### src/chiplet_pkg.sv
package chiplet_pkg;

    typedef logic [31:0] word_t; // bus and link data word

    // host address map
    localparam logic [31:0] TX_SEND_ADDR        = 32'h1004;
    localparam logic [31:0] STATUS_ADDR         = 32'h1008;
    localparam logic [31:0] TX_CACHE_START_ADDR = 32'h2000;

    // descriptor layout, start address sits in the low bits
    localparam int LEN_LSB = 16;
    localparam int LEN_W   = 5;

    // who drives the tx cache port
    typedef enum logic {
        BUS,
        FSM
    } owner_e;

    typedef enum logic [1:0] {
        IDLE,
        FETCH,
        DONE
    } sender_state_e;

endpackage

### src/word_cache.sv
`timescale 1ns/1ps

module word_cache #(
    parameter int CACHE_NUM_WORDS = 128,
    localparam int ADDR_WIDTH     = $clog2(4 * CACHE_NUM_WORDS)
) (
    input  logic                  clk,
    input  logic                  wen,
    input  logic                  ren,
    input  logic [ADDR_WIDTH-1:0] addr,
    input  chiplet_pkg::word_t    wdata,
    input  logic [3:0]            strobe,
    output chiplet_pkg::word_t    rdata
);

    chiplet_pkg::word_t mem [CACHE_NUM_WORDS];

    logic [ADDR_WIDTH-3:0] word_idx;

    assign word_idx = addr[ADDR_WIDTH-1:2]; // byte address in, word index out

    always_ff @(posedge clk) begin
        if (wen) begin
            for (int b = 0; b < 4; b++) begin
                if (strobe[b]) mem[word_idx][8*b +: 8] <= wdata[8*b +: 8];
            end
        end
    end

    assign rdata = ren ? mem[word_idx] : '0;

    // decoder window and sender address are whole words inside the array
    a_addr_range: assert property (@(posedge clk)
        (wen || ren) |-> (addr[1:0] == 2'b00 && word_idx < CACHE_NUM_WORDS));

endmodule

### src/msg_slot.sv
`timescale 1ns/1ps

module msg_slot #(
    parameter int CACHE_NUM_WORDS = 128,
    localparam int ADDR_WIDTH     = $clog2(4 * CACHE_NUM_WORDS)
) (
    input  logic                          clk,
    input  logic                          n_rst,
    input  logic                          desc_we,
    input  chiplet_pkg::word_t            desc_wdata,
    input  logic                          send_trig,
    input  logic                          slot_clear,
    output logic                          pending,
    output logic [ADDR_WIDTH-1:0]         start,
    output logic [chiplet_pkg::LEN_W-1:0] len
);

    // descriptor fields
    always_ff @(posedge clk) begin
        if (desc_we) begin
            start <= desc_wdata[ADDR_WIDTH-1:0];
            len   <= desc_wdata[chiplet_pkg::LEN_LSB +: chiplet_pkg::LEN_W];
        end
    end

    always_ff @(posedge clk, negedge n_rst) begin
        if (!n_rst) begin
            pending <= 1'b0;
        end else if (send_trig) begin
            pending <= 1'b1; // retrigger in the clear cycle keeps it queued
        end else if (slot_clear) begin
            pending <= 1'b0;
        end
    end

    // the sender only finishes slots that were queued
    a_clear_pending: assert property (@(posedge clk) disable iff (!n_rst)
        slot_clear |-> pending);

endmodule

### src/bus_decoder.sv
`timescale 1ns/1ps

module bus_decoder #(
    parameter int NUM_MSGS        = 4,
    parameter int CACHE_NUM_WORDS = 128,
    localparam int ADDR_WIDTH     = $clog2(4 * CACHE_NUM_WORDS),
    localparam int MSG_ID_W       = (NUM_MSGS > 1) ? $clog2(NUM_MSGS) : 1
) (
    input  logic                                        clk,
    input  logic                                        n_rst,
    input  logic                                        bus_wen,
    input  logic                                        bus_ren,
    input  logic [31:0]                                 bus_addr,
    input  chiplet_pkg::word_t                          bus_wdata,
    input  logic [3:0]                                  bus_strobe,
    output chiplet_pkg::word_t                          bus_rdata,
    output logic                                        bus_error,
    output logic                                        bus_stall,
    output logic [NUM_MSGS-1:0]                         desc_we,
    output chiplet_pkg::word_t                          desc_wdata,
    output logic [NUM_MSGS-1:0]                         send_trig,
    input  logic [NUM_MSGS-1:0]                         slot_pending,
    input  logic [NUM_MSGS-1:0][ADDR_WIDTH-1:0]         slot_start,
    input  logic [NUM_MSGS-1:0][chiplet_pkg::LEN_W-1:0] slot_len,
    input  logic                                        fsm_ren,
    input  logic [ADDR_WIDTH-1:0]                       fsm_addr,
    output chiplet_pkg::word_t                          fsm_rdata,
    output logic                                        fsm_stall,
    output logic                                        cache_wen,
    output logic                                        cache_ren,
    output logic [ADDR_WIDTH-1:0]                       cache_addr,
    output chiplet_pkg::word_t                          cache_wdata,
    output logic [3:0]                                  cache_strobe,
    input  chiplet_pkg::word_t                          cache_rdata
);

    localparam logic [31:0] TABLE_BYTES = 32'(4 * NUM_MSGS);
    localparam logic [31:0] CACHE_END   = chiplet_pkg::TX_CACHE_START_ADDR
                                          + 32'(4 * CACHE_NUM_WORDS);

    chiplet_pkg::owner_e owner;
    logic [MSG_ID_W-1:0] tbl_idx;
    logic [MSG_ID_W-1:0] send_idx;
    logic                send_ok;
    logic                in_cache;
    logic                bus_access;
    chiplet_pkg::word_t  table_rdata;

    assign bus_access = bus_wen | bus_ren;
    assign tbl_idx    = bus_addr[2 +: MSG_ID_W];
    assign send_idx   = bus_wdata[MSG_ID_W-1:0];
    assign send_ok    = (bus_wdata < NUM_MSGS) && (slot_len[send_idx] != '0);
    assign in_cache   = (bus_addr >= chiplet_pkg::TX_CACHE_START_ADDR) && (bus_addr < CACHE_END);
    assign desc_wdata = {bus_wdata[31:2], 2'b00}; // start stays word aligned

    always_comb begin
        table_rdata = '0;
        table_rdata[ADDR_WIDTH-1:0] = slot_start[tbl_idx];
        table_rdata[chiplet_pkg::LEN_LSB +: chiplet_pkg::LEN_W] = slot_len[tbl_idx];
    end

    // sender gets the port one cycle after it asks
    always_ff @(posedge clk, negedge n_rst) begin
        if (!n_rst) begin
            owner <= chiplet_pkg::BUS;
        end else begin
            owner <= fsm_ren ? chiplet_pkg::FSM : chiplet_pkg::BUS;
        end
    end

    always_comb begin
        bus_rdata    = '0;
        bus_error    = 1'b0;
        bus_stall    = 1'b0;
        desc_we      = '0;
        send_trig    = '0;
        cache_wen    = 1'b0;
        cache_ren    = 1'b0;
        cache_addr   = '0;
        cache_wdata  = bus_wdata;
        cache_strobe = '0;
        fsm_rdata    = cache_rdata;
        fsm_stall    = 1'b1;

        if (bus_addr < TABLE_BYTES) begin
            if (bus_ren) begin
                bus_rdata = table_rdata;
            end else if (bus_wen) begin
                desc_we[tbl_idx] = 1'b1;
            end
        end else if (bus_addr == chiplet_pkg::TX_SEND_ADDR) begin
            if (bus_wen) begin
                if (send_ok) send_trig[send_idx] = 1'b1;
                else bus_error = 1'b1; // bad id or empty slot
            end
        end else if (bus_addr == chiplet_pkg::STATUS_ADDR) begin
            bus_rdata[NUM_MSGS-1:0] = slot_pending;
        end else if (in_cache) begin
            if (owner == chiplet_pkg::BUS) begin
                cache_wen    = bus_wen;
                cache_ren    = bus_ren;
                cache_addr   = bus_addr[ADDR_WIDTH-1:0];
                cache_strobe = bus_strobe;
                bus_rdata    = cache_rdata;
            end else begin
                bus_stall = bus_access; // host waits out the transmission
            end
        end else begin
            bus_error = bus_access;
        end

        if (owner == chiplet_pkg::FSM) begin
            cache_ren  = fsm_ren;
            cache_addr = fsm_addr;
            fsm_stall  = 1'b0;
        end
    end

    // host never issues a read and a write at once, sender only reads
    a_cache_one_op: assert property (@(posedge clk) disable iff (!n_rst)
        !(cache_wen && cache_ren));

endmodule

### src/tx_sender.sv
`timescale 1ns/1ps

module tx_sender #(
    parameter int NUM_MSGS        = 4,
    parameter int CACHE_NUM_WORDS = 128,
    localparam int ADDR_WIDTH     = $clog2(4 * CACHE_NUM_WORDS),
    localparam int MSG_ID_W       = (NUM_MSGS > 1) ? $clog2(NUM_MSGS) : 1
) (
    input  logic                                        clk,
    input  logic                                        n_rst,
    input  logic [NUM_MSGS-1:0]                         slot_pending,
    input  logic [NUM_MSGS-1:0][ADDR_WIDTH-1:0]         slot_start,
    input  logic [NUM_MSGS-1:0][chiplet_pkg::LEN_W-1:0] slot_len,
    output logic [NUM_MSGS-1:0]                         slot_clear,
    output logic                                        fsm_ren,
    output logic [ADDR_WIDTH-1:0]                       fsm_addr,
    input  chiplet_pkg::word_t                          fsm_rdata,
    input  logic                                        fsm_stall,
    output logic                                        tx_valid,
    output chiplet_pkg::word_t                          tx_data,
    output logic                                        tx_last,
    output logic [MSG_ID_W-1:0]                         tx_msg_id
);

    chiplet_pkg::sender_state_e   state;
    logic [MSG_ID_W-1:0]          cur_slot;
    logic [MSG_ID_W-1:0]          pick;
    logic [ADDR_WIDTH-1:0]        rd_addr;
    logic [chiplet_pkg::LEN_W-1:0] count; // words still to send

    // lowest numbered pending slot wins
    always_comb begin
        pick = '0;
        for (int i = NUM_MSGS - 1; i >= 0; i--) begin
            if (slot_pending[i]) pick = MSG_ID_W'(i);
        end
    end

    always_ff @(posedge clk, negedge n_rst) begin
        if (!n_rst) begin
            state    <= chiplet_pkg::IDLE;
            cur_slot <= '0;
            rd_addr  <= '0;
            count    <= '0;
            tx_valid <= 1'b0;
            tx_last  <= 1'b0;
        end else begin
            tx_valid <= 1'b0;
            tx_last  <= 1'b0;
            case (state)
                chiplet_pkg::IDLE: begin
                    if (|slot_pending) begin
                        cur_slot <= pick;
                        rd_addr  <= slot_start[pick];
                        count    <= slot_len[pick];
                        // a slot rewritten to zero length is just retired
                        state    <= (slot_len[pick] == '0) ? chiplet_pkg::DONE
                                                           : chiplet_pkg::FETCH;
                    end
                end
                chiplet_pkg::FETCH: begin
                    if (!fsm_stall) begin
                        tx_valid <= 1'b1;
                        tx_last  <= (count == 1);
                        rd_addr  <= rd_addr + ADDR_WIDTH'(4);
                        count    <= count - 1'b1;
                        if (count == 1) state <= chiplet_pkg::DONE;
                    end
                end
                chiplet_pkg::DONE: begin
                    state <= chiplet_pkg::IDLE;
                end
                default: state <= chiplet_pkg::IDLE;
            endcase
        end
    end

    always_ff @(posedge clk) begin
        if (state == chiplet_pkg::FETCH && !fsm_stall) tx_data <= fsm_rdata;
    end

    assign fsm_ren   = (state == chiplet_pkg::FETCH);
    assign fsm_addr  = rd_addr;
    assign tx_msg_id = cur_slot; // held until the next pick, past the last word

    always_comb begin
        slot_clear = '0;
        if (state == chiplet_pkg::DONE) slot_clear[cur_slot] = 1'b1;
    end

    // the last word closes a packet whose slot is still queued
    a_last_framing: assert property (@(posedge clk) disable iff (!n_rst)
        tx_last |-> tx_valid && slot_pending[tx_msg_id]);

endmodule

### src/endpoint_top.sv
`timescale 1ns/1ps

module endpoint_top #(
    parameter int NUM_MSGS        = 4,
    parameter int CACHE_NUM_WORDS = 128,
    localparam int ADDR_WIDTH     = $clog2(4 * CACHE_NUM_WORDS),
    localparam int MSG_ID_W       = (NUM_MSGS > 1) ? $clog2(NUM_MSGS) : 1
) (
    input  logic                  clk,
    input  logic                  n_rst,
    input  logic                  bus_wen,
    input  logic                  bus_ren,
    input  logic [31:0]           bus_addr,
    input  chiplet_pkg::word_t    bus_wdata,
    input  logic [3:0]            bus_strobe,
    output chiplet_pkg::word_t    bus_rdata,
    output logic                  bus_error,
    output logic                  bus_stall,
    output logic                  tx_valid,
    output chiplet_pkg::word_t    tx_data,
    output logic                  tx_last,
    output logic [MSG_ID_W-1:0]   tx_msg_id
);

    logic [NUM_MSGS-1:0]                         desc_we;
    chiplet_pkg::word_t                          desc_wdata;
    logic [NUM_MSGS-1:0]                         send_trig;
    logic [NUM_MSGS-1:0]                         slot_clear;
    logic [NUM_MSGS-1:0]                         slot_pending;
    logic [NUM_MSGS-1:0][ADDR_WIDTH-1:0]         slot_start;
    logic [NUM_MSGS-1:0][chiplet_pkg::LEN_W-1:0] slot_len;

    logic                  fsm_ren;
    logic [ADDR_WIDTH-1:0] fsm_addr;
    chiplet_pkg::word_t    fsm_rdata;
    logic                  fsm_stall;

    logic                  cache_wen;
    logic                  cache_ren;
    logic [ADDR_WIDTH-1:0] cache_addr;
    chiplet_pkg::word_t    cache_wdata;
    logic [3:0]            cache_strobe;
    chiplet_pkg::word_t    cache_rdata;

    bus_decoder #(
        .NUM_MSGS       (NUM_MSGS),
        .CACHE_NUM_WORDS(CACHE_NUM_WORDS)
    ) u_decoder (
        .clk(clk), .n_rst(n_rst),
        .bus_wen(bus_wen), .bus_ren(bus_ren), .bus_addr(bus_addr),
        .bus_wdata(bus_wdata), .bus_strobe(bus_strobe),
        .bus_rdata(bus_rdata), .bus_error(bus_error), .bus_stall(bus_stall),
        .desc_we(desc_we), .desc_wdata(desc_wdata), .send_trig(send_trig),
        .slot_pending(slot_pending), .slot_start(slot_start), .slot_len(slot_len),
        .fsm_ren(fsm_ren), .fsm_addr(fsm_addr), .fsm_rdata(fsm_rdata), .fsm_stall(fsm_stall),
        .cache_wen(cache_wen), .cache_ren(cache_ren), .cache_addr(cache_addr),
        .cache_wdata(cache_wdata), .cache_strobe(cache_strobe), .cache_rdata(cache_rdata)
    );

    for (genvar i = 0; i < NUM_MSGS; i++) begin : g_slot
        msg_slot #(.CACHE_NUM_WORDS(CACHE_NUM_WORDS)) u_slot (
            .clk(clk), .n_rst(n_rst),
            .desc_we(desc_we[i]), .desc_wdata(desc_wdata),
            .send_trig(send_trig[i]), .slot_clear(slot_clear[i]),
            .pending(slot_pending[i]), .start(slot_start[i]), .len(slot_len[i])
        );
    end

    word_cache #(.CACHE_NUM_WORDS(CACHE_NUM_WORDS)) u_cache (
        .clk(clk), .wen(cache_wen), .ren(cache_ren), .addr(cache_addr),
        .wdata(cache_wdata), .strobe(cache_strobe), .rdata(cache_rdata)
    );

    tx_sender #(
        .NUM_MSGS       (NUM_MSGS),
        .CACHE_NUM_WORDS(CACHE_NUM_WORDS)
    ) u_sender (
        .clk(clk), .n_rst(n_rst),
        .slot_pending(slot_pending), .slot_start(slot_start), .slot_len(slot_len),
        .slot_clear(slot_clear),
        .fsm_ren(fsm_ren), .fsm_addr(fsm_addr), .fsm_rdata(fsm_rdata), .fsm_stall(fsm_stall),
        .tx_valid(tx_valid), .tx_data(tx_data), .tx_last(tx_last), .tx_msg_id(tx_msg_id)
    );

endmodule

### config.mk
export PLATFORM = sky130hd
export DESIGN_NAME = endpoint_top
export DESIGN_NICKNAME = d
export VERILOG_FILES = /design/src/chiplet_pkg.sv /design/src/word_cache.sv /design/src/msg_slot.sv /design/src/bus_decoder.sv /design/src/tx_sender.sv /design/src/endpoint_top.sv
export SDC_FILE = /design/constraint.sdc
export NUM_CORES = 2
export LEC_CHECK = 0
export BUFFER_PORTS_ARGS = -buffer_cell sky130_fd_sc_hd__buf_2
export CORE_MARGIN = 4
export CORE_UTILIZATION = 30
export CTS_BUF_LIST = sky130_fd_sc_hd__clkbuf_4
export CTS_CLUSTER_DIAMETER = 120
export DETAILED_ROUTE_END_ITERATION = 7
export PLACE_DENSITY = 0.55
export SYNTH_ARGS = -nofsm -noshare
export SYNTH_HDL_FRONTEND = slang
export SYNTH_SLANG_ARGS = --single-unit
### constraint.sdc
create_clock -name clk -period 8.15 [get_ports clk]
set_clock_uncertainty 0.2 [all_clocks]
set_input_delay 1.2225 -clock clk [delete_from_list [all_inputs] [get_ports clk]]
set_output_delay 1.2225 -clock clk [all_outputs]
set_load 0.01 [all_outputs]
# [Word level (Yosys, flattened, before mapping)]
# Memory sizes are Yosys's and may differ from the RTL's.
# Cells that the tools add are included.
[totals] elab_cells=164 ff_bits=105 inputBits=72 ramBits=4096 mem_count=1 output_inout_bits=70
[op_classes] muxes=103 eq_ne=8 n_bitwise=1 add_sub_neg=2 n_reduce_logical=18 order_cmp=11
[memory_table] name="u_cache.mem" words=128 word_bits=32 read_ports=1 rd_clocked_by_memory_dff=0 wr=1 line_no="word_cache.sv:16" text="chiplet_pkg::word_t mem [CACHE_NUM_WORDS];"
[ops] operator="two-way mux 32 bit" n=5
[ops] operator="two-way mux 9 bit" n=9
[ops] operator="equality test 32 x 13 -> 1 bit, second input constant" n=2
[ops] operator="two-way mux 4 bit" n=14
[ops] operator="two-way mux 1 bit" n=49
[ops] operator="binary-select mux 9 bit (select 2 bit)" n=2
[ops] operator="greater-or-equal comparator 32 x 14 -> 1 bit, second input constant" n=1
[ops] operator="< comparator 32 x 14 -> 1 bit, second input constant" n=1
[ops] operator="< comparator 32 x 3 -> 1 bit, second input constant" n=1
[ops] operator="< comparator 32 x 5 -> 1 bit, second input constant" n=1
[ops] operator="binary-select mux 5 bit (select 2 bit)" n=3
[ops] operator="two-way mux 28 bit" n=1
[ops] operator="two-way mux 5 bit" n=5
[ops] operator="two-way mux 21 bit" n=1
[ops] operator="case mux 9 bit (2 select lines)" n=1
[ops] operator="two-way mux 2 bit" n=8
[ops] operator="< comparator 2 x 3 -> 1 bit, second input constant" n=4
[ops] operator="case mux 5 bit (2 select lines)" n=1
[ops] operator="nonzero test 2 bit" n=5
[ops] operator="adder 9 x 3 -> 9 bit, second input constant" n=1
[ops] operator="demux 1 bit (select 2 bit)" n=3
[ops] operator="greater-or-equal comparator 2 x 1 -> 1 bit, second input constant" n=3
[ops] operator="logical AND 1 bit" n=6
[ops] operator="AND reduction 3 bit" n=2
[ops] operator="13 further kinds" n=14

# [Longest topological paths before layout]
# An unclocked memory read counts as a cell.
[depth] depth_word=14 ltp_mapped=16

# [By module]
# Synthesis repeated with hierarchy kept, for this count alone.
[unflattened] cells_unflattened=10105 hier_area_um2=166478.4
[modules_own_cells] module="word_cache" area_each_um2=159998.5 seq_area_each_um2=122998.0 cells_each=9552 n_inst=1
[modules_own_cells] module="tx_sender" area_each_um2=2526.2 seq_area_each_um2=1461.4 cells_each=205 n_inst=1
[modules_own_cells] module="bus_decoder" area_each_um2=2127.0 seq_area_each_um2=25.0 cells_each=280 n_inst=1
[modules_own_cells] module="msg_slot" area_each_um2=456.7 seq_area_each_um2=445.4 cells_each=17 n_inst=4

# [Least setup slack after synthesis]
# Ideal clock, no wire load.
[synth_path] path_type="input to output" from="input bus_addr[9]" to="output bus_rdata[22]" arrival_time_ns=4.525 slack_ns=2.202 n_path_buf=5 cell_stages=14 cell_sequence="or4_1 -> clkbuf_1 -> or4_1 -> buf_2 -> o21a_1 -> buf_6 -> nand2_4 -> buf_6 -> buf_4 -> nor2_1 -> or4_1 -> a222oi_1 -> nand4_1 -> nor4_1"
[synth_between] elab_chain_len=14 word_cells_on_any_way=23 cone_classes="order compare: 3; eq/ne: 2; mux: 16; reduce/logical: 1; memory: 1"
[synth_lines] element="start, declared" line_no="endpoint_top.sv:13" text="input logic [31:0] bus_addr,"
[synth_lines] element="greater-or-equal comparator 32 x 14 -> 1 bit or < comparator 32 x 14 -> 1 bit (tied branches)" line_no="bus_decoder.sv:53" text="assign in_cache = (bus_addr >= chiplet_pkg::TX_CACHE_START_ADDR) && (bus_addr < CACHE_END);"
[synth_lines] element="logical AND 1 bit" line_no="bus_decoder.sv:53"
[synth_lines] element="two-way mux 9 bit" line_no="bus_decoder.sv:98" text="end else if (in_cache) begin"
[synth_lines] element="two-way mux 9 bit" line_no="bus_decoder.sv:96" text="end else if (bus_addr == chiplet_pkg::STATUS_ADDR) begin"
[synth_lines] element="two-way mux 9 bit" line_no="bus_decoder.sv:91" text="end else if (bus_addr == chiplet_pkg::TX_SEND_ADDR) begin"
[synth_lines] element="two-way mux 9 bit" line_no="bus_decoder.sv:85" text="if (bus_addr < TABLE_BYTES) begin"
[synth_lines] element="two-way mux 9 bit" line_no="bus_decoder.sv:112" text="if (owner == chiplet_pkg::FSM) begin"
[synth_lines] element="memory read (128 x 32 bit)"
[synth_lines] element="two-way mux 32 bit" line_no="word_cache.sv:30" text="assign rdata = ren ? mem[word_idx] : '0;"
[synth_lines] element="two-way mux 32 bit" line_no="bus_decoder.sv:99" text="if (owner == chiplet_pkg::BUS) begin"
[synth_lines] element="two-way mux 32 bit" line_no="bus_decoder.sv:98"
[synth_lines] element="two-way mux 28 bit" line_no="bus_decoder.sv:96"
[synth_lines] element="two-way mux 32 bit" line_no="bus_decoder.sv:91"
[synth_lines] element="two-way mux 32 bit *" line_no="bus_decoder.sv:85"
[synth_lines] element="end, declared" line_no="endpoint_top.sv:16" text="output chiplet_pkg::word_t bus_rdata,"
# Every way passes the cells marked *; elsewhere a longest branch is shown, timed or not.

# [Final worst setup path]
[layout_path] from="input bus_addr[12]" to="output bus_rdata[24]"
# The elaborated chain is that of the path after synthesis.

==> impl_summary.log <==
INFO  metric nets = 11,400
INFO  metric pin_count_of_the_biggest_net_entering_global_routing = 127
INFO  metric buffer_ports.inserted = 141
INFO  metric h-tree-depth = 7
INFO  metric clock_sink_count = 4,199
INFO  metric yosys.area.top_type_share = 78.5%
INFO  metric final-hold-violation-count = 0
INFO  metric synth_compound_gate_area_share = 11.1%
INFO  metric ys.flop_type = sky130_fd_sc_hd__edfxtp_1
INFO  metric routedWlPerCell = 29.9 um
INFO  metric postLayoutCellArea = 187,000 um2
INFO  metric netlist_area = 160,000 um2
INFO  metric run_status = finished clean
INFO  metric worst_hold_path_type = primary input to register
INFO  metric synth-edff-count = 4,176
INFO  metric globalplace.congestion = 0.879
INFO  metric synth-warning-count = 0
INFO  metric reg2regPathDepth = 16
INFO  metric synth_top_family_by_area = compound AO/OA/AOI/OAI gates
INFO  metric hold_path_end = g_slot[2].u_slot.len[3]
INFO  metric worst_setup_path_end_kind = output port
INFO  metric dpl_worst_slack = -0.143 ns
INFO  metric synth.lib_cells_used.distinct = 81
INFO  metric detail-route-antenna-nets = 0
INFO  metric leakage = 0.0593 uW
INFO  metric setup.worst_path.class = primary input to output port
INFO  metric fin_cells = 19,000
INFO  metric post_synth_mux_area_share = 1.39%
INFO  metric drt-pass1-iter-count = 6
INFO  metric grt_overall_usage = 20.3%
INFO  metric setup_viol = 0
INFO  metric clock_insertion_delay_worst_skew = 1.68 ns
INFO  metric clock_tree.root_cell = sky130_fd_sc_hd__clkbuf_4
INFO  metric place_hpwl = 351,000 um
INFO  metric max_cap_viol_count = 0
INFO  metric cts-buffers-inserted = 1,177
INFO  metric synth-simple-area-share = 6.61%
INFO  metric area_growth_syn_to_layout = 17.0%
INFO  metric grt_pass1_wl = 787,000 um
INFO  metric routed_wl = 568,000 um
INFO  metric slew_headroom = 14.5%
INFO  metric yosys_register_bits = 4,199
INFO  metric dr_total_vias = 106,000
INFO  metric gr-total-overflow = 0
INFO  metric crit_required = 6.73 ns
INFO  metric syn_inst = 10,100
INFO  metric regArea = 126,000 um2
INFO  metric mostFrequentLayoutCell = sky130_fd_sc_hd__edfxtp_1
INFO  metric synth_xor_xnor_area_share = 0%
INFO  metric drc = 0
INFO  metric global_route.peak_usage_layer = met2
INFO  metric fmax = 124 MHz
INFO  metric core = 530,000 um2
INFO  metric nFillCells = 50,600
INFO  metric yosys.area_share.adder = 0.0235%
INFO  metric ff2ff_setup_slack = 2.74 ns
INFO  metric place.detailed.instances = 17,100
INFO  metric synthesis.area_per_instance = 15.8 um2
INFO  metric multi_input_area = 31,200 um2
INFO  metric die-height = 738 um
INFO  metric fin_total_pwr = 54,800 uW
INFO  metric use_met1 = 28.0%
INFO  metric floorplan.die_area = 544,000 um2
INFO  metric clock_pin_slew_of_the_registers_on_the_worst_case_setup_and_hold_paths = 0.07 ns
INFO  metric post_dp_cell_area = 172,000 um2
INFO  metric power.density = 293 nW/um2
INFO  metric drt_iter0_drcs = 14,800
INFO  metric grt_pass1_vias = 101,000
INFO  metric final_core_utilization = 35.3%
INFO  metric slew_viol_final = 0
INFO  metric worst_ep_arrival_time = 6.62 ns
INFO  metric final_critical_path_setup_slack = 0.110 ns
INFO  metric synth-seq-area-share = 78.9%
INFO  metric row_count = 267
INFO  metric tritoncts = done
INFO  metric final.period_utilization = 98.6%
INFO  metric synth.largest_area_cell = sky130_fd_sc_hd__edfxtp_1
INFO  metric grt.met3_usage = 5.37%
INFO  metric avgViaCountPerCell = 5.56
INFO  metric ir_drop = 0.216 mV
INFO  metric most_frequent_cells_in_the_layout = sky130_fd_sc_hd__edfxtp_1, sky130_fd_sc_hd__clkbuf_4, sky130_fd_sc_hd__nor2_1
INFO  metric die-width = 738 um
INFO  metric initial_utilization = 30.2%
INFO  metric r2r-start = u_decoder.owner
INFO  metric boundaryPins = 142
INFO  metric final_layout_size_suffix_gt1_share = 22.2%
INFO  metric period_needed = 8.04 ns
INFO  metric ys_async_sr_fraction = 0.548%
INFO  metric grt_antenna_before_repair = 48
INFO  metric synth.area.top_cells = sky130_fd_sc_hd__edfxtp_1, sky130_fd_sc_hd__o22ai_1, sky130_fd_sc_hd__nor2_1, sky130_fd_sc_hd__nand2_1, sky130_fd_sc_hd__o221ai_1
INFO  metric startpoint_type = primary input
INFO  metric critPathMaxFanout = 26
INFO  metric tightest_slew = 1.27 ns
INFO  metric global_route.usage.met2 = 30.6%
INFO  metric r2r-end = u_sender.tx_data[22]
INFO  metric synth_nets = 10,200
INFO  metric clock_tree.buffer_depth = 5
INFO  metric launch_instance_of_the_worst_min_delay_path = bus_addr[3]
INFO  metric whs_path_depth = 3
-- worst max-delay path, stage by stage --
cell and delay [ns]:
sky130_fd_sc_hd__dlygate4sd3_1 0.53, sky130_fd_sc_hd__buf_2 0.13, sky130_fd_sc_hd__or2_2 0.32, sky130_fd_sc_hd__or4_1 0.73
sky130_fd_sc_hd__o21a_4 0.42, sky130_fd_sc_hd__nand2_8 0.43, sky130_fd_sc_hd__buf_12 0.21, sky130_fd_sc_hd__buf_4 0.24
sky130_fd_sc_hd__buf_4 0.25, sky130_fd_sc_hd__o22ai_1 0.10, sky130_fd_sc_hd__nor3_1 0.34, sky130_fd_sc_hd__o22ai_1 0.22
sky130_fd_sc_hd__or4_1 0.58, sky130_fd_sc_hd__nor3_1 0.43, sky130_fd_sc_hd__buf_4 0.26, sky130_fd_sc_hd__buf_2 0.15
-- report_power, final --
part	switching (uW)	internal [uW]	leakage, uW
logic	8800	3560	0.0131
registers	67.0	23800	0.0378
clock network	8550	9940	0.00836
-- how the worst max path moves through the flow --
stage | slack [ns] | cells past startpoint | startpoint | end
floorplan | 2.20 | 14 | bus_addr[9] | bus_rdata[22]
global placement | -0.27 | 14 | bus_addr[9] | bus_rdata[9]
detailed placement | -0.14 | 17 | bus_addr[9] | bus_rdata[11]
CTS | 0.004 | 15 | u_decoder.owner | bus_rdata[13]
global route | -0.06 | 15 | u_decoder.owner | bus_rdata[29]
finish | 0.11 | 16 | bus_addr[12] | bus_rdata[24]
-- cells by family after synthesis --
| group | Yosys count |
|---|---|
| adder cells (fa/ha/maj) | 3 |
| AO/OA/AOI/OAI | 2496 |
| AND/OR/NAND/NOR | 2468 |
| flip-flops | 4199 |
| multiplexers | 189 |
| buffers and inverters | 722 |
-- timing repair --
action / CTS / global route
buffers inserted: 10 / 0
hold buffers: 39 / 0
pin swaps: 1 / 0
hold endpoints to repair: 1153 / 0
resized for setup: 19 / 6
setup endpoints to repair: 21 / 5
-- stage by stage --
| stage | setup TNS, ns | hold WS, ns |
|---|---|---|
| 2_1_floorplan | 0 | 0.271 |
| 3_5_place_dp | -0.265 | 0.312 |
| 6_report | 0 | 0.228 |
| 5_1_grt | -0.0933 | 0.0907 |
| 3_3_place_gp | -0.517 | 0.307 |
| 4_1_cts | 0 | 0.0198 |
-- metal layers --
layer / routed length (um) / up-vias
li1: - / 43600
met1: 231000 / 54300
met2: 254000 / 6859
met3: 63700 / 915
met4: 18600 / 20
met5: 270 / -
-- sequential cells by signal, indices dropped and copies added, names as in the netlist --
register	flops
u_sender.tx_data	32
u_cache.mem	4096
u_sender.tx_valid	1
u_sender.tx_last	1
u_decoder.owner	1
u_sender.state	2
g_slot.u_slot.start	28
u_sender.count	5
u_sender.tx_msg_id	2
g_slot.u_slot.len	20
g_slot.u_slot.pending	4
u_sender.fsm_addr	7
-- final cells by class --
cell class              instances  area share, %
inverters                      12         0.0255
flip-flops and latches       4199           67.4
well taps                    6994           4.69
clock buffers                1702           6.84
multi-input cells            5156           16.7
repair buffers                759           3.70
diodes                         31         0.0415
clock inverters               149          0.533
-- cells in the mapped netlist (all sizes together) (33+ instances only) --
cell	instances
mux2i	141
a31oi	123
a32o	84
nor4	78
a211oi	40
o22ai	865
o21a	35
nor3	197
buf	349
o31a	77
nand3	152
o22a	127
nor2	967
a21oi	238
or3	92
o41ai	42
o211ai	33
clkbuf	361
o31ai	71
o221ai	239
edfxtp	4176
a32oi	43
o21ai	200
nand2	858
Power figures use the tool's default switching activity.
